## src/verilog/lsu_pkg.sv

```systemverilog
`default_nettype none

package lsu_pkg;

    // data RAM geometry, word addressed
    localparam int RAM_AW    = 8;
    localparam int RAM_WORDS = 2 ** RAM_AW;

    typedef enum logic [3:0] {
        LS_NONE = 4'd0,
        LS_LB   = 4'd1,
        LS_LBU  = 4'd2,
        LS_LH   = 4'd3,
        LS_LHU  = 4'd4,
        LS_LW   = 4'd5,
        LS_LWL  = 4'd6,
        LS_LWR  = 4'd7,
        LS_SB   = 4'd8,
        LS_SH   = 4'd9,
        LS_SW   = 4'd10,
        LS_SWL  = 4'd11,
        LS_SWR  = 4'd12
    } ls_sel_e;

    // request from the execute stage
    typedef struct packed {
        logic        ls_ena;
        ls_sel_e     ls_sel;
        logic [31:0] ls_addr;
        logic [31:0] rt_data;
        logic        w_reg_ena;
        logic [4:0]  w_reg_dst;
        logic        ex_exc;
    } mem_req_t;

    // single port of the data RAM
    typedef struct packed {
        logic              en;
        logic [3:0]        wen;
        logic [RAM_AW-1:0] word_addr;
        logic [31:0]       wdata;
    } ram_req_t;

    // what survives into the cycle after the RAM read
    typedef struct packed {
        logic        valid;
        logic        ls_ena;
        ls_sel_e     ls_sel;
        logic [1:0]  addr_lo;
        logic [31:0] rt_data;
        logic        w_reg_ena;
        logic [4:0]  w_reg_dst;
        logic        exc;
    } mem_stage_t;

    // write-back record
    typedef struct packed {
        logic        valid;
        logic        w_reg_ena;
        logic [4:0]  w_reg_dst;
        logic [31:0] r_data;
        logic        has_exception;
    } wb_t;

endpackage

`default_nettype wire

```

## src/verilog/ex_mem_reg.sv

```systemverilog
`default_nettype none

module ex_mem_reg (
    input  logic                clk,
    input  logic                reset,
    input  lsu_pkg::mem_req_t   req,
    input  logic                adel,
    input  logic                ades,
    output lsu_pkg::mem_stage_t stage
);

    logic req_valid;
    logic req_exc;

    // anything that loads or writes a register occupies the slot
    assign req_valid = req.ls_ena | req.w_reg_ena;
    assign req_exc   = req.ex_exc | adel | ades;

    always_ff @(posedge clk) begin
        // payload follows the request every cycle
        stage.ls_sel    <= req.ls_sel;
        stage.addr_lo   <= req.ls_addr[1:0];
        stage.rt_data   <= req.rt_data;
        stage.w_reg_dst <= req.w_reg_dst;

        if (reset) begin
            stage.valid     <= 1'b0;
            stage.ls_ena    <= 1'b0;
            stage.w_reg_ena <= 1'b0;
            stage.exc       <= 1'b0;
        end else begin
            stage.valid     <= req_valid;
            stage.ls_ena    <= req.ls_ena;
            stage.w_reg_ena <= req.w_reg_ena;
            stage.exc       <= req_exc;
        end
    end

endmodule

`default_nettype wire

```

## config.mk

```make
export PLATFORM = sky130hd
export DESIGN_NAME = ex_mem_reg
export DESIGN_NICKNAME = d
export VERILOG_FILES = /design/src/verilog/lsu_pkg.sv /design/src/verilog/ex_mem_reg.sv
export SDC_FILE = /design/constraint.sdc
export NUM_CORES = 1
export LEC_CHECK = 0
export BUFFER_PORTS_ARGS = -buffer_cell sky130_fd_sc_hd__buf_4
export CAP_MARGIN = 20
export CORE_MARGIN = 8
export CORE_UTILIZATION = 27
export DETAILED_ROUTE_END_ITERATION = 12
export PLACE_DENSITY = 0.73
export SLEW_MARGIN = 10
export SYNTH_ARGS = -nofsm -noshare
export SYNTH_HDL_FRONTEND = slang
export SYNTH_SLANG_ARGS = --single-unit
export TNS_END_PERCENT = 50
```

## constraint.sdc

```tcl
create_clock -name clk -period 0.8 [get_ports clk]
set_input_delay 0.08 -clock clk [delete_from_list [all_inputs] [get_ports clk]]
set_output_delay 0.08 -clock clk [all_outputs]
set_load 0.03 [all_outputs]
```

==> reports/metrics.csv <==
metric,value,unit
Post-synth EDFFs,0,
hold crit path type,primary input to register,
critical path's largest stage delay,360,ps
CP Launch Type,register,
vias after detailed routing,952,
Final Hold Fails,0,
Reg power frac,57.5,%
Starting Density,27.24,%
Synth top area share,96.53,%
area of placed instances,1755,um2
Net Sw Frac,24.56,%
1st-iter DRT viols,4,
number of I/O port buffers,96,
Overall Power,4.437,mW
CP max FO,1,
setup TNS,-3847,ps
Post-CTS Setup Inserts,0,
failing checks,setup timing,
GPL Wtd Cong,0.6970,
Max-cap violations,0,
Detailed Route WL,3719,um
Worst EP arrival,830,ps
CTS tree,yes,
most area-consuming cells after synthesis,"dfxtp_1 97%, nor2b_1 1.3%, nor2_1 1.2%, nor3_2 1.0%",
"Slew Viols, Final",0,
vias in the first global route,1198,
CTS buffer count,5,
Total GRT Usage,13.27,%
Crit Path Class,register to primary output,
FILL cells,238,
#FFs+latches synth,47,
setup slack at placement,251.6,ps
commonest cells in the netlist,"47 x dfxtp_1, 3 x nor2_1, 2 x nor2b_1",
I/O Pins,127,
required time of the worst setup path,720,ps
top sig layer,met4,
Yosys cell types,4,
post-route ant nets,0,
RSZ-0062 raised after global routing,yes,
metal3 WL,489,um
post-route core utilization,70.49,%
top_reg_cell synth,dfxtp_1,
CP endpoint kind,primary output,
max reg flops,47,
Die Area,5788,um2
registers with the most flip-flops,stage x47,
Top reg by flops,stage,
final setup vio count,47,
vias per cell,3.778,
Int Pwr,3.347,mW
"Cell Area, Synth",974.7,um2
Critical-path top delay cell,dfxtp_2,
clk slew on worst S/H paths,120,ps
fraction of layout instances using a drive strength above 1,73.04,%
clk sink count,47,
layout overhead on the synthesized area,158.8,%
ant diodes,0,
"final std cell area, no fill",2522,um2
worst vdd ir,1.255,mV
Core ar.,3578,um2
Slew @ Worst Pin,126.7,ps
dpl cells,197,
global-route wire length before repair,6030,um
Hold WS,371.3,ps
CTS root buffer,clkbuf_4,
Worst path top cell family by delay,flip-flops,
"count leader, synth",dfxtp_1,
DR pass1 iterations,2,
row cnt,22,
Die X,76.08,um
fmax,1.102,GHz
Die H,76.08,um
max_slew headroom,91.51,%
syn_nets,133,
"Seq/Total Area, Yosys",96.53,%
drc violations,0,
met1 WL,1169,um
post-synth top area cell,dfxtp_1,
Logic pwr share,21.1,%
H-Tree Depth,2,
nets@finish,285,
Clock power frac,21.4,%
Post-Syn Area per Cell,18.39,um2
Tmin final,907.2,ps
CTS Buffer Depth,2,
Yosys warnings,0,
met2 WL,2029,um
Layout Cells excl Fill,252,
setup ws final,-107.2,ps
period utilization,113.4,%
total gr overflow,0,
initial antenna violation count,0,
Synth Instances,53,
Async SR Flop Fraction,0,%
Switching Power,1.090,mW
Pleak,1.158,nW
pwr dens,1759,nW/um2
status,"complete, but fails checks",
Avg WL per Cell,14.76,um
largest net degree at the start of global routing,13,
CP cell instances,buf_6,
CP bufs+invs,1,
path summary, 6_finish.rpt:
path	to	startpoint	slack, ps	depth (start not counted)
setup / recovery	stage[38]	stage[38]	-110	1
hold / removal	stage[10]	req[10]	370	2
power by group through the flow:
stage / Combinational (mW) / Sequential (mW) / Clock [mW]
2_1_floorplan: 0.00858 / 2.81 / 0
5_1_grt: 0.978 / 2.56 / 1.12
6_report: 0.936 / 2.55 / 0.950
3_3_place_gp: 0.652 / 2.55 / 0
3_5_place_dp: 0.660 / 2.56 / 0
4_1_cts: 0.931 / 2.55 / 1.01
routing by layer:
layer | vias to the layer above | global-route usage, %
met1 | 422 | 9.972
met5 | - | 0
met4 | 0 | 3.462
li1 | 464 | -
met3 | 4 | 9.198
met2 | 62 | 25.88
layout make-up:
cell class | instances | area (um2) | share of cell area [%]
Sequential cell | 47 | 999.7 | 39.63
Tap cell | 48 | 60.06 | 2.381
Multi-Input combinational cell | 6 | 33.78 | 1.339
Clock buffer | 6 | 41.29 | 1.637
Timing Repair Buffer | 145 | 1388 | 55.01
logic make-up after synthesis:
| kind of cell | Yosys count | share of synthesized area, % |
|---|---|---|
| flip-flops | 47 | 96.53 |
| AND/OR/NAND/NOR | 6 | 3.466 |
cells in the final DEF (no fill, tap or decap), drive strengths merged:
cell type     n
buf          96
nor2          3
clkbuf        6
nor3          1
dlygate4sd3  49
nor2b         2
dfxtp        47
timing repair:
item / in CTS / in global routing
hold endpoints to repair: 47 / 0
gates resized for setup: 94 / 0
hold buffers: 49 / 0
endpoints found under the setup margin: 47 / 47
No activity file was read; power rests on OpenSTA's default activity.
