### src/verilog/lsu_pkg.sv
`default_nettype none

package lsu_pkg;

    // data RAM geometry, word addressed
    localparam int RAM_AW    = 8;
    localparam int RAM_WORDS = 2 ** RAM_AW;

    typedef enum logic [3:0] {
        LS_NONE = 4'd0,
        LS_LB   = 4'd1,
        LS_LBU  = 4'd2,
        LS_LH   = 4'd3,
        LS_LHU  = 4'd4,
        LS_LW   = 4'd5,
        LS_LWL  = 4'd6,
        LS_LWR  = 4'd7,
        LS_SB   = 4'd8,
        LS_SH   = 4'd9,
        LS_SW   = 4'd10,
        LS_SWL  = 4'd11,
        LS_SWR  = 4'd12
    } ls_sel_e;

    // request from the execute stage
    typedef struct packed {
        logic        ls_ena;
        ls_sel_e     ls_sel;
        logic [31:0] ls_addr;
        logic [31:0] rt_data;
        logic        w_reg_ena;
        logic [4:0]  w_reg_dst;
        logic        ex_exc;
    } mem_req_t;

    // single port of the data RAM
    typedef struct packed {
        logic              en;
        logic [3:0]        wen;
        logic [RAM_AW-1:0] word_addr;
        logic [31:0]       wdata;
    } ram_req_t;

    // what survives into the cycle after the RAM read
    typedef struct packed {
        logic        valid;
        logic        ls_ena;
        ls_sel_e     ls_sel;
        logic [1:0]  addr_lo;
        logic [31:0] rt_data;
        logic        w_reg_ena;
        logic [4:0]  w_reg_dst;
        logic        exc;
    } mem_stage_t;

    // write-back record
    typedef struct packed {
        logic        valid;
        logic        w_reg_ena;
        logic [4:0]  w_reg_dst;
        logic [31:0] r_data;
        logic        has_exception;
    } wb_t;

endpackage

`default_nettype wire

### src/verilog/store_format.sv
`default_nettype none

module store_format (
    input  lsu_pkg::mem_req_t req,
    input  logic              mem_exc,
    output lsu_pkg::ram_req_t ram_req,
    output logic              adel,
    output logic              ades
);
    import lsu_pkg::*;

    logic [1:0]  addr_lo;
    logic [3:0]  wen_raw;
    logic [31:0] wdata_fmt;
    logic        access_ok;

    assign addr_lo = req.ls_addr[1:0];

    // halfwords need bit 0 clear, words need both low bits clear
    always_comb begin
        adel = 1'b0;
        ades = 1'b0;
        if (req.ls_ena) begin
            case (req.ls_sel)
                LS_LH, LS_LHU: adel = addr_lo[0];
                LS_LW:         adel = |addr_lo;
                LS_SH:         ades = addr_lo[0];
                LS_SW:         ades = |addr_lo;
                default: ;
            endcase
        end
    end

    // byte enables and lane placement of the store data
    always_comb begin
        wen_raw   = 4'b0000;
        wdata_fmt = 32'h0;
        case (req.ls_sel)
            LS_SB: begin
                wen_raw   = 4'b0001 << addr_lo;
                wdata_fmt = {4{req.rt_data[7:0]}};
            end
            LS_SH: begin
                wen_raw   = addr_lo[1] ? 4'b1100 : 4'b0011;
                wdata_fmt = {2{req.rt_data[15:0]}};
            end
            LS_SW: begin
                wen_raw   = 4'b1111;
                wdata_fmt = req.rt_data;
            end
            // upper bytes of rt go to the low lanes, up to the addressed byte
            LS_SWL: begin
                wen_raw   = 4'b1111 >> (~addr_lo);
                wdata_fmt = req.rt_data >> {~addr_lo, 3'b000};
            end
            // low bytes of rt go from the addressed byte upward
            LS_SWR: begin
                wen_raw   = 4'b1111 << addr_lo;
                wdata_fmt = req.rt_data << {addr_lo, 3'b000};
            end
            default: ;
        endcase
    end

    // kill the access on our own error, an upstream exception,
    // or an exception in the instruction already in mem
    assign access_ok = req.ls_ena & ~adel & ~ades & ~req.ex_exc & ~mem_exc;

    always_comb begin
        ram_req.en        = access_ok;
        ram_req.wen       = access_ok ? wen_raw : 4'b0000;
        ram_req.word_addr = req.ls_addr[RAM_AW+1:2];
        ram_req.wdata     = wdata_fmt;
    end

    // an enabled request from execute always carries a real load/store opcode
    always_comb begin
        if (req.ls_ena) begin
            assert (req.ls_sel != LS_NONE && req.ls_sel <= LS_SWR)
                else $error("store_format: enabled request without a load/store opcode");
        end
    end

endmodule

`default_nettype wire

### config.mk
export PLATFORM = sky130hd
export DESIGN_NAME = store_format
export DESIGN_NICKNAME = d
export VERILOG_FILES = /design/src/verilog/lsu_pkg.sv /design/src/verilog/store_format.sv
export SDC_FILE = /design/constraint.sdc
export NUM_CORES = 1
export LEC_CHECK = 0
export BUFFER_PORTS_ARGS = -buffer_cell sky130_fd_sc_hd__buf_2
export CORE_UTILIZATION = 40
export DETAILED_ROUTE_END_ITERATION = 8
export GPL_ROUTABILITY_DRIVEN = 0
export PLACE_DENSITY = 0.92
export SETUP_SLACK_MARGIN = 0.4
export SLEW_MARGIN = 20
export SYNTH_ARGS = -nofsm -noshare
export SYNTH_HDL_FRONTEND = slang
export SYNTH_SLANG_ARGS = --single-unit
export TNS_END_PERCENT = 30
### constraint.sdc
create_clock -name vclk -period 1.3
set_input_delay 0.13 -clock vclk [all_inputs]
set_output_delay 0.13 -clock vclk [all_outputs]
set_load 0.1 [all_outputs]
==> flow_summary.ini, run 1 <==
[run_status]
outcome = did not finish
haltStage = 5_1_grt
error = [ERROR DPL-0038] Utilization greater than 100%, impossible to legalize

[yosys]
synth_compound_area_share_pct = 39.53
muxShareOfSynthArea_pct = 24.74
synth_top_family_by_area = compound AO/OA/AOI/OAI gates
syn_avg_cell_area_um2 = 7.035
synth_top_area_share_pct = 24.03
synth-simple-area-share_pct = 22.53
synth_adder_area_share_pct = 0
synth_area_leader_cell = mux2i_1
ys_warn_count = 0
synthTopCellsByArea = mux2i_1, a221o_1, buf_4
yosysSeqAreaShare_pct = 0
synth-xor-area-share_pct = 0.5534
syn_area_mm2 = 0.001583
synth_nets = 302
ys_types = 41
syn_inst = 225

[sta]
worst-ep-kind = top-level output
postGrtWorstEndpoint = ram_req[31]

[floorplanning]
initial_core_util_pct = 42.59
dieWidth_um = 64.91
io_pins = 124
rows = 22
die_h_um = 64.91

[cts]
hold_buffers = 0

[grt]
grt_max_degree = 21

[placement]
dp_hpwl_um = 6216
numPortBuffers = 80
-- kinds of logic after synthesis --
| group | Yosys count |
|---|---|
| AOI/OAI and AO/OA | 81 |
| xor gates and xnor gates | 1 |
| buffers and inverters | 35 |
| muxes | 39 |
| and+or+nand+nor | 69 |
-- cell usage after synthesis (2+ instances only) --
master and number:
o21ai_0 2, o21a_1 2, a221o_1 16, o2bb2ai_1 7, nor2b_1 11, a21oi_1 21
nor2_1 16, buf_1 2, nand2b_1 2, inv_1 3, buf_2 10, and2_1 2
mux2i_1 38, o21ai_1 2, o22ai_1 2, o221ai_1 8, clkbuf_1 3, and3_1 2
and3b_1 2, a22o_1 8, buf_4 15, inv_2 2, a211oi_1 7, nand3_1 6
a21oi_2 2, nand2_1 19
-- timing repair --
item                                    4_1_cts
pin swaps                                    18
resized for setup                            74
endpoints found under the setup margin       39
setup buffers                                 8
cloned                                        2
-- through the flow --
| stage | setup WS [ns] | hold slack, ns | instance area, um2 | TNS [ns] | std cells |
|---|---|---|---|---|---|
| floorplan | -0.3138 | 0.4589 | 1858 | -6.577 | 225 |
| global placement | -0.3004 | 0.2607 | 3102 | -7.465 | 370 |
| detailed placement | -0.4369 | 0.2607 | 3102 | -10.93 | 370 |
| CTS | -0.1750 | 0.2607 | 3592 | -5.481 | 380 |
==> inputs of run 2 (changes only) <==
- CORE_UTILIZATION: 40 -> 25
- PLACE_DENSITY: 0.92 -> unset
- PLACE_DENSITY_LB_ADDON: unset -> 0.15
- SETUP_SLACK_MARGIN: 0.4 -> unset
==> flow_summary.ini, run 2 <==
[yosys]
yosysSeqAreaShare_pct = 0
synth_most_common_cell = mux2i_1
ys_types = 41
syn_area_mm2 = 0.001583
syn_avg_cell_area_um2 = 7.035
synth_nets = 302
synthTopCellsByArea = mux2i_1, a221o_1, buf_4
synth_area_leader_cell = mux2i_1
synthTopCellsByCount = mux2i_1, a21oi_1, nand2_1, a221o_1, nor2_1
ys_warn_count = 0
syn_inst = 225
synth_top_area_share_pct = 24.03

[flow_run]
maxCapViolations = 0

[worst_setup_path]
critical_path.cell_chain = buf_12 -> buf_12 -> mux2i_1 -> mux2i_2 -> a221o_2 -> buf_12
start_kind = input port
cpMostUsedCell = buf_12
worstPathMaxFanout = 7
critPathKind = input port to primary output
cp_data_arrival_time_ns = 1.33
cpPeakStageDelay_ns = 0.38
end_kind = primary output
slowest_stage = a221o_2
cp.required_ns = 1.17

[sta]
rsz0062_at_grt = true
finalHoldViolCount = 0
slew_violations = 0
slew_headroom_pct = 81.74
worstMarginPinSlew_ns = 0.2663
layout_setup_ws_ns = -0.1612
max_freq_mhz = 684.4
fin_crit_ns = 1.461
finalCritPeriodShare_pct = 112.4
finalSetupViolations = 38

[worst_hold_path]
hp-start = req[41]
hp-class = input port to primary output
whs_path_depth = 0
hold_end = ram_req[32]

[pwr]
p_comb_share_pct = 100.0
pwr-share-clk_pct = 0
p_per_area_mw_per_mm2 = 471.2
power_switching_mw = 1.023
intPower_uw = 769.7
switching_share_pct = 57.07
ir_drop_mv = 0.3556
seq_power_share_pct = 0
power.total_mw = 1.793
p_leak_nw = 1.562

[floorplanning]
dieWidth_um = 81.57
die_h_um = 81.57
dieArea_mm2 = 0.006654
core_mm2 = 0.006026
io_pins = 124
initial_core_util_pct = 26.27
rows = 28

[route]
dr_total_vias = 2314
wl_per_cell_um = 17.09
first_pass_iters = 4
first_iter_violations = 93
viasPerCell = 5.549
drc = 0
routed_wl_um = 7127
ant_nets = 0

[grt]
overflow = 0
grt_max_degree = 13
grt_usage_pct = 20.37
grt_pass1_wl_um = 10790
antenna_found_initial = 0
first_global_vias = 2189

[run_status]
violations = negative setup slack
outcome = complete, but fails checks

[final_layout]
seq_cell_count = 0
fin_nets = 421
num-fill-cells = 504
seq_area_um2 = 0
final_common_cell = buf_12
n_antenna_cell = 0
area_growth_pct = 140.4
drive_gt1_share_pct = 67.54
final_cell_mix = buf_12, buf_4, buf_2
final_area_mm2 = 0.003805
nClkBuffers = 0

[cts]
hold_buffers = 0

[placement]
dp_hpwl_um = 5328
numPortBuffers = 80
dpl_cell_area_mm2 = 0.003256
-- run 2: worst max-delay path: cells and delay by family --
| family | cells | cell delay, ns |
|---|---|---|
| AO/OA/AOI/OAI | 1 | 0.38 |
| multiplexers | 2 | 0.38 |
| buffers and inverters | 3 | 0.42 |
-- run 2: logic make-up (layout without fill, tap and decap cells) --
kind of cell    count (synthesis)  count (layout)  share of synthesized area, %
xor+xnor                        1               1                        0.5535
buf+inv                        35             152                         12.65
simple gates                   69              69                         22.53
compound gates                 81              81                         39.53
mux                            39              39                         24.74
-- run 2: final cells by class --
type               instances  area, um2  share of cell area, %
inverters                  5      18.77                 0.4933
repair buffers           147       1770                  46.53
multi-input cells        190       1922                  50.51
well taps                 75      93.84                  2.466
-- run 2: timing repair --
action / CTS / global route
gates cloned: 0 / 2
gates resized for setup: 61 / 24
setup endpoints to repair: 39 / 39
pin swaps: 20 / 4
setup buffers: 6 / 1
-- run 2: worst max path at each step --
stage                     startpoint     endpoint  cells after the start
final                        req[40]  ram_req[26]                      6
after global routing         req[74]  ram_req[43]                      7
after CTS                    req[73]  ram_req[27]                      7
after detailed placement     req[40]  ram_req[28]                      6
after global placement       req[72]  ram_req[11]                      7
after floorplan              req[74]  ram_req[43]                      5
-- run 2: power groups by stage --
stage / clock [mW] / combinational (mW) / sequential (mW)
6_report: 0 / 1.79 / 0
5_1_grt: 0 / 1.87 / 0
4_1_cts: 0 / 1.71 / 0
3_5_place_dp: 0 / 1.57 / 0
3_3_place_gp: 0 / 1.57 / 0
2_1_floorplan: 0 / 1.07 / 0
-- run 2: per-layer routing --
metal	part of all wire, %	vias up	wire length (um)	track usage [%]
li1	-	1098	-	-
met1	44	1116	3124	27.28
met2	50	86	3532	36.08
met3	5.1	14	365	1.556
met4	1.5	0	105	2.807
met5	0	-	0	0
-- run 2: metrics by stage --
stage / util, % / hold slack (ns) / worst slack (ns) / TNS [ns] / std cells
3_5_place_dp: 54.03 / 0.2612 / -0.3881 / -10.56 / 408
2_1_floorplan: - / 0.4589 / -0.3138 / -6.577 / 225
4_1_cts: 59.97 / 0.2612 / -0.1609 / -3.586 / 414
5_1_grt: 63.14 / 0.2601 / -0.2165 / -5.165 / 417
6_report: 63.14 / 0.2600 / -0.1612 / -3.506 / 417
3_3_place_gp: 54.03 / 0.2612 / -0.3537 / -10.06 / 408
Power figures use the tool's default switching activity.
