--- src/verilog/lsu_pkg.sv ---
`default_nettype none

package lsu_pkg;

    // data RAM geometry, word addressed
    localparam int RAM_AW    = 8;
    localparam int RAM_WORDS = 2 ** RAM_AW;

    typedef enum logic [3:0] {
        LS_NONE = 4'd0,
        LS_LB   = 4'd1,
        LS_LBU  = 4'd2,
        LS_LH   = 4'd3,
        LS_LHU  = 4'd4,
        LS_LW   = 4'd5,
        LS_LWL  = 4'd6,
        LS_LWR  = 4'd7,
        LS_SB   = 4'd8,
        LS_SH   = 4'd9,
        LS_SW   = 4'd10,
        LS_SWL  = 4'd11,
        LS_SWR  = 4'd12
    } ls_sel_e;

    // request from the execute stage
    typedef struct packed {
        logic        ls_ena;
        ls_sel_e     ls_sel;
        logic [31:0] ls_addr;
        logic [31:0] rt_data;
        logic        w_reg_ena;
        logic [4:0]  w_reg_dst;
        logic        ex_exc;
    } mem_req_t;

    // single port of the data RAM
    typedef struct packed {
        logic              en;
        logic [3:0]        wen;
        logic [RAM_AW-1:0] word_addr;
        logic [31:0]       wdata;
    } ram_req_t;

    // what survives into the cycle after the RAM read
    typedef struct packed {
        logic        valid;
        logic        ls_ena;
        ls_sel_e     ls_sel;
        logic [1:0]  addr_lo;
        logic [31:0] rt_data;
        logic        w_reg_ena;
        logic [4:0]  w_reg_dst;
        logic        exc;
    } mem_stage_t;

    // write-back record
    typedef struct packed {
        logic        valid;
        logic        w_reg_ena;
        logic [4:0]  w_reg_dst;
        logic [31:0] r_data;
        logic        has_exception;
    } wb_t;

endpackage

`default_nettype wire

--- src/verilog/load_align.sv ---
`default_nettype none

module load_align (
    input  lsu_pkg::mem_stage_t stage,
    input  logic [31:0]         rdata,
    output lsu_pkg::wb_t        wb
);
    import lsu_pkg::*;

    logic [7:0]  byte_lane;
    logic [15:0] half_lane;
    logic [31:0] r_data;

    assign byte_lane = rdata[{stage.addr_lo, 3'b000} +: 8];
    assign half_lane = stage.addr_lo[1] ? rdata[31:16] : rdata[15:0];

    always_comb begin
        r_data = 32'h0;
        if (stage.ls_ena) begin
            case (stage.ls_sel)
                LS_LB:  r_data = {{24{byte_lane[7]}}, byte_lane};
                LS_LBU: r_data = {24'h0, byte_lane};
                LS_LH:  r_data = {{16{half_lane[15]}}, half_lane};
                LS_LHU: r_data = {16'h0, half_lane};
                LS_LW:  r_data = rdata;
                // low RAM lanes fill the top of rt
                LS_LWL: begin
                    case (stage.addr_lo)
                        2'b00:   r_data = {rdata[7:0], stage.rt_data[23:0]};
                        2'b01:   r_data = {rdata[15:0], stage.rt_data[15:0]};
                        2'b10:   r_data = {rdata[23:0], stage.rt_data[7:0]};
                        default: r_data = rdata;
                    endcase
                end
                // high RAM lanes fill the bottom of rt
                LS_LWR: begin
                    case (stage.addr_lo)
                        2'b00:   r_data = rdata;
                        2'b01:   r_data = {stage.rt_data[31:24], rdata[31:8]};
                        2'b10:   r_data = {stage.rt_data[31:16], rdata[31:16]};
                        default: r_data = {stage.rt_data[31:8], rdata[31:24]};
                    endcase
                end
                // stores and idle slots return nothing
                default: r_data = 32'h0;
            endcase
        end
    end

    always_comb begin
        wb.valid         = stage.valid;
        wb.w_reg_ena     = stage.w_reg_ena & ~stage.exc;
        wb.w_reg_dst     = stage.w_reg_dst;
        wb.r_data        = r_data;
        wb.has_exception = stage.exc;
    end

endmodule

`default_nettype wire

--- config.mk ---
export PLATFORM = sky130hd
export DESIGN_NAME = load_align
export DESIGN_NICKNAME = d
export VERILOG_FILES = /design/src/verilog/lsu_pkg.sv /design/src/verilog/load_align.sv
export SDC_FILE = /design/constraint.sdc
export NUM_CORES = 1
export LEC_CHECK = 0
export BUFFER_PORTS_ARGS = -buffer_cell sky130_fd_sc_hd__buf_2
export CAP_MARGIN = 20
export CELL_PAD_IN_SITES_DETAIL_PLACEMENT = 1
export CELL_PAD_IN_SITES_GLOBAL_PLACEMENT = 1
export CORE_AREA = 2 2 90 92
export DETAILED_ROUTE_END_ITERATION = 10
export DIE_AREA = 0 0 92 94
export PLACE_DENSITY_LB_ADDON = 0.1
export SLEW_MARGIN = 20
export SYNTH_ARGS = -nofsm -noshare
export SYNTH_HDL_FRONTEND = slang
export SYNTH_SLANG_ARGS = --single-unit
export TNS_END_PERCENT = 5
--- constraint.sdc ---
create_clock -name vclk -period 1.52
set_input_delay 0.076 -clock vclk [all_inputs]
set_output_delay 0.076 -clock vclk [all_outputs]
set_load 0.03 [all_outputs]
==> run metrics, run 1 <==
Worst Hold Class primary input to output pin; diodes inserted 0; Tcrit/Tclk final 111%; status finished with violations; Vias about 3,300; HPWL Detailed 8560 um; Die Y 94 um; die width around 92 um; min-delay src stage[3]; CLK BUF 0; post-synthesis sequential area ratio 0%; arrival time at the worst endpoint roughly 1.6 ns; Synth cell types 37; global-route wire length before repair approximately 17,000 um; end point of the worst hold path wb[35]; worst-margin pin slew between 0.5 and 0.6 ns; Max-cap violations 0; crit path kind primary input to output pin; io pins 119; 1st-pass router iterations 5; # setup viols final 30; Die ar. 8650 um^2; Place WS -0.292 ns; Hold Vio Cnt, Final 0; drc violations 0; Seq cells 0; number of vias per cell between 5 and 6; RSZ-0062 raised after global routing true; Final Critical Period between 1.5 and 2 ns; initial antenna violation count 0; Area growth syn-to-layout 93.3%; Fillers between 900 and 1,000; gr ovfl total 0; WL final between 10,000 and 15,000 um; Crit path required time between 1 and 1.5 ns; CP endpoint kind output pin; DRT antenna net count 0; setup ws final -0.167 ns; DRT iter0 DRCs roughly 150; crit start category primary input; IR drop worst, VDD around 0.00017 V; LEAKAGE 0.00164 uW; Reg area 0 um^2; commonest non-fill, non-tap cell in the layout buf_4; Mapped Area 2100 um^2; total negative slack -3.33 ns; pwr/cell area approximately 260 nW/um^2; most frequent cells in the layout buf_4, buf_2, buf_6; FMAX between 500 and 600 MHz; DR WL/cell around 19 um; Overall Global Routing Usage 24.7%; Slew Viols, Final 0; Rel. slew slack 66.4%; RePlAce Congestion slightly below 0.9; failing checks setup timing; Hold Path Stages 0; port bufs approximately 110; Mapped Cells around 330; layout cells sized above 1 between 50% and 60%; pin count of the biggest net entering global routing 27; synthesized area per cell approximately 6.5 um^2; nets ~560; CP max FO 7; syn nets approximately 400; Ys Warns 0; vias in the first global route approximately 3,500; Cell Rows 32; initial core utilization ~28%; CORE AREA ~7600 um^2
[layout make-up]
cell class / instances / area, um^2 / area share, %
multi-input combinational: 283 / 2380 / 58.5
inverter: 1 / 3.75 / 0.0924
timing repair buffer: 199 / 1550 / 38.2
tap: 102 / 128 / 3.14
[per-layer routing]
layer | track usage [%] | routed length (um) | share of wire [%] | up-vias
li1 | - | - | - | 1563
met1 | 29.9 | 4510 | 41 | 1618
met2 | 47.3 | 5810 | 53 | 104
met3 | 1.93 | 510 | 4.6 | 14
met4 | 5.47 | 153 | 1.4 | 0
met5 | 0 | 0 | 0 | -
[cell families (layout without fill, tap and decap cells)]
kind of cell | count (synthesis) | after routing | synth area share [%]
simple gates | 123 | 123 | 28.9
buf+inv | 42 | 200 | 10.8
compound gates | 120 | 120 | 40.1
mux | 40 | 40 | 20.2
[stage by stage]
step	std cells	utilization, %	hold WS (ns)	power [uW]	area [um^2]
floorplan	325	-	0.262	572	2500
CTS	584	51.9	0.152	1040	3950
finish	585	53.4	0.152	1070	4060
global route	585	53.4	0.152	1150	4060
global placement	581	48.9	0.152	966	3720
detailed placement	581	48.9	0.152	990	3720
[synthesized netlist by cell type (10+ instances only)]
cell type,number,area share [%]
nor2_1,35,6.3
nand2_1,32,5.7
mux2i_1,30,14
a21oi_1,26,6.2
a211oi_1,22,7.9
a31oi_1,19,5.7
o21ai_0,17,4.0
a222oi_1,15,7.1
nand2b_1,15,4.5
nor2b_1,14,4.2
buf_2,13,3.1
clkbuf_1,12,2.1
nor3_1,10,2.4
[worst max-delay path by stage]
stage	start	end	slack, ns	cells after the start
floorplan	stage[40]	wb[23]	-0.12	6
detailed placement	stage[40]	wb[32]	-0.29	7
global route	stage[42]	wb[3]	-0.22	10
global placement	stage[42]	wb[15]	-0.22	7
CTS	stage[42]	wb[4]	-0.17	10
finish	stage[42]	wb[10]	-0.17	7
[timing repair]
item | 4_1_cts | 5_1_grt
endpoints found under the setup margin | 32 | 32
resized for setup | 61 | 34
hold buffers | 0 | 0
gates cloned | 0 | 0
buffers inserted | 3 | 1
pin swaps | 25 | 23
[power by group]
part,internal (uW),switching (uW)
Clock,0,0
Sequential,0,0
Combinational,500,571
[worst max-delay path, cell delays in order]
cell,delay [ns]
buf_8,0.07
and2b_1,0.18
and2_4,0.14
or3_4,0.52
a221oi_4,0.34
a31oi_4,0.12
buf_6,0.15
(Power assumes the default switching activity.)
==> run 2: changes to the inputs <==
--- a/config.mk
+++ b/config.mk
@@ -12,7 +12,9 @@
 export CORE_AREA = 2 2 90 92
 export DETAILED_ROUTE_END_ITERATION = 10
 export DIE_AREA = 0 0 92 94
+export MAX_ROUTING_LAYER = met4
 export PLACE_DENSITY_LB_ADDON = 0.1
+export SETUP_SLACK_MARGIN = 0.02
 export SLEW_MARGIN = 20
 export SYNTH_ARGS = -nofsm -noshare
 export SYNTH_HDL_FRONTEND = slang
==> run metrics, run 2 (synthesis gave the netlist of run 1 again) <==
status finished with violations; failing checks setup timing; Vias approximately 3,300; total power around 1100 uW; Die ar. a little under 9000 um^2; number of vias per cell 5.72; die width around 92 um; FMAX 589 MHz; Hold Vio Cnt, Final 0; RePlAce Congestion roughly 0.85; commonest non-fill, non-tap cell in the layout buf_2; WL final ~12,000 um; LEAKAGE between 0.0015 and 0.002 uW; post-placement cell area approximately 3600 um^2; pin count of the biggest net entering global routing 32; Overall Global Routing Usage between 20% and 30%; global-route wire length before repair around 18,000 um; CP endpoint kind output pin; setup ws final -0.177 ns; IR drop worst, VDD ~0.00014 V; CLK BUF 0; # setup viols final 31; Max-cap violations 0; final instance area between 4000 and 5000 um^2; crit start category primary input; DR WL/cell 20.0 um; gr ovfl total 0; Die Y between 90 and 100 um; arrival time at the worst endpoint ~1.6 ns; initial antenna violation count 0; nets between 500 and 600; CP max FO 5; Slew Viols, Final 0; HPWL Detailed between 8000 and 9000 um; Worst Hold Class primary input to output pin; crit path kind primary input to output pin; final std cells w/o fill approximately 580; end point of the worst hold path wb[35]; pwr/cell area approximately 270 nW/um^2; drc violations 0; vias in the first global route roughly 3,400; Hold Path Stages 0; Reg area 0 um^2; CORE AREA about 7600 um^2; Cell Rows 32; Area growth syn-to-layout 94.8%; Tcrit/Tclk final 112%; worst-margin pin slew 0.546 ns; layout cells sized above 1 ~58%; diodes inserted 0; 1st-pass router iterations 5; Final Critical Period 1.70 ns; io pins approximately 120; most frequent cells in the layout buf_2, buf_4, buf_6; min-delay src stage[3]; Crit path required time 1.44 ns; Rel. slew slack a little under two thirds; RSZ-0062 raised after global routing true; DRT iter0 DRCs 184; hold_ws between 0.15 and 0.2 ns; Seq cells 0; DRT antenna net count 0; dpl cells 571; initial core utilization ~28%; port bufs 107
run 2: cell types whose count changed in the layout (fill, tap and decap cells not counted), moves of 2 or more:
cell,before,now
a21oi_2,9,12
nand2_2,3,1
buf_16,0,2
buf_8,2,0
a21oi_1,9,6
mux2i_1,29,26
buf_4,78,71
mux2i_2,0,3
nor2_2,2,4
nor2_1,32,30
run 2: metal layers:
layer | part of all wire, % | GRT usage (%) | vias to the layer above
li1 | - | - | 1557
met1 | 41 | 32.5 | 1629
met2 | 53 | 49.1 | 110
met3 | 5.1 | 1.85 | 14
met4 | 0.79 | 4.10 | 0
met5 | 0 | - | -
run 2: final cells by class:
class              count  area, um^2
fillers              942        3510
well taps            102         128
multi-input cells    283        2420
inverters              1        3.75
repair buffers       193        1540
run 2: timing repair:
item	CTS	global route
hold buffers	0	0
setup endpoints to repair	32	32
pin swaps	28	17
buffers inserted	3	2
gates resized for setup	75	24
gates cloned	3	0
run 2: through the flow:
stage | util, % | worst slack, ns | setup TNS [ns]
2_1_floorplan | - | -0.119 | -2.72
3_3_place_gp | 47.6 | -0.244 | -5.59
3_5_place_dp | 47.6 | -0.284 | -6.71
4_1_cts | 52.3 | -0.156 | -3.23
5_1_grt | 53.8 | -0.272 | -4.99
6_report | 53.8 | -0.177 | -3.31
run 2: worst max path at each step:
stage / to / slack, ns / cells past startpoint / startpoint
after floorplan: wb[23] / -0.12 / 6 / stage[40]
after global placement: wb[29] / -0.24 / 10 / stage[42]
after detailed placement: wb[27] / -0.28 / 8 / stage[40]
after CTS: wb[15] / -0.16 / 7 / stage[42]
after global routing: wb[2] / -0.27 / 10 / stage[42]
final: wb[2] / -0.18 / 10 / stage[42]
run 2: power by group:
| group | internal, uW | switching (uW) | total [uW] |
|---|---|---|---|
| Combinational | 514 | 593 | 1110 |
| Clock | 0 | 0 | 0 |
| Sequential | 0 | 0 | 0 |
run 2: worst max-delay path, stage by stage:
cell	delay (ns)
buf_6	0.10
buf_6	0.11
and2b_2	0.23
buf_6	0.13
a31oi_4	0.18
nor2_4	0.06
buf_6	0.13
a222oi_1	0.31
a21oi_2	0.13
buf_6	0.15
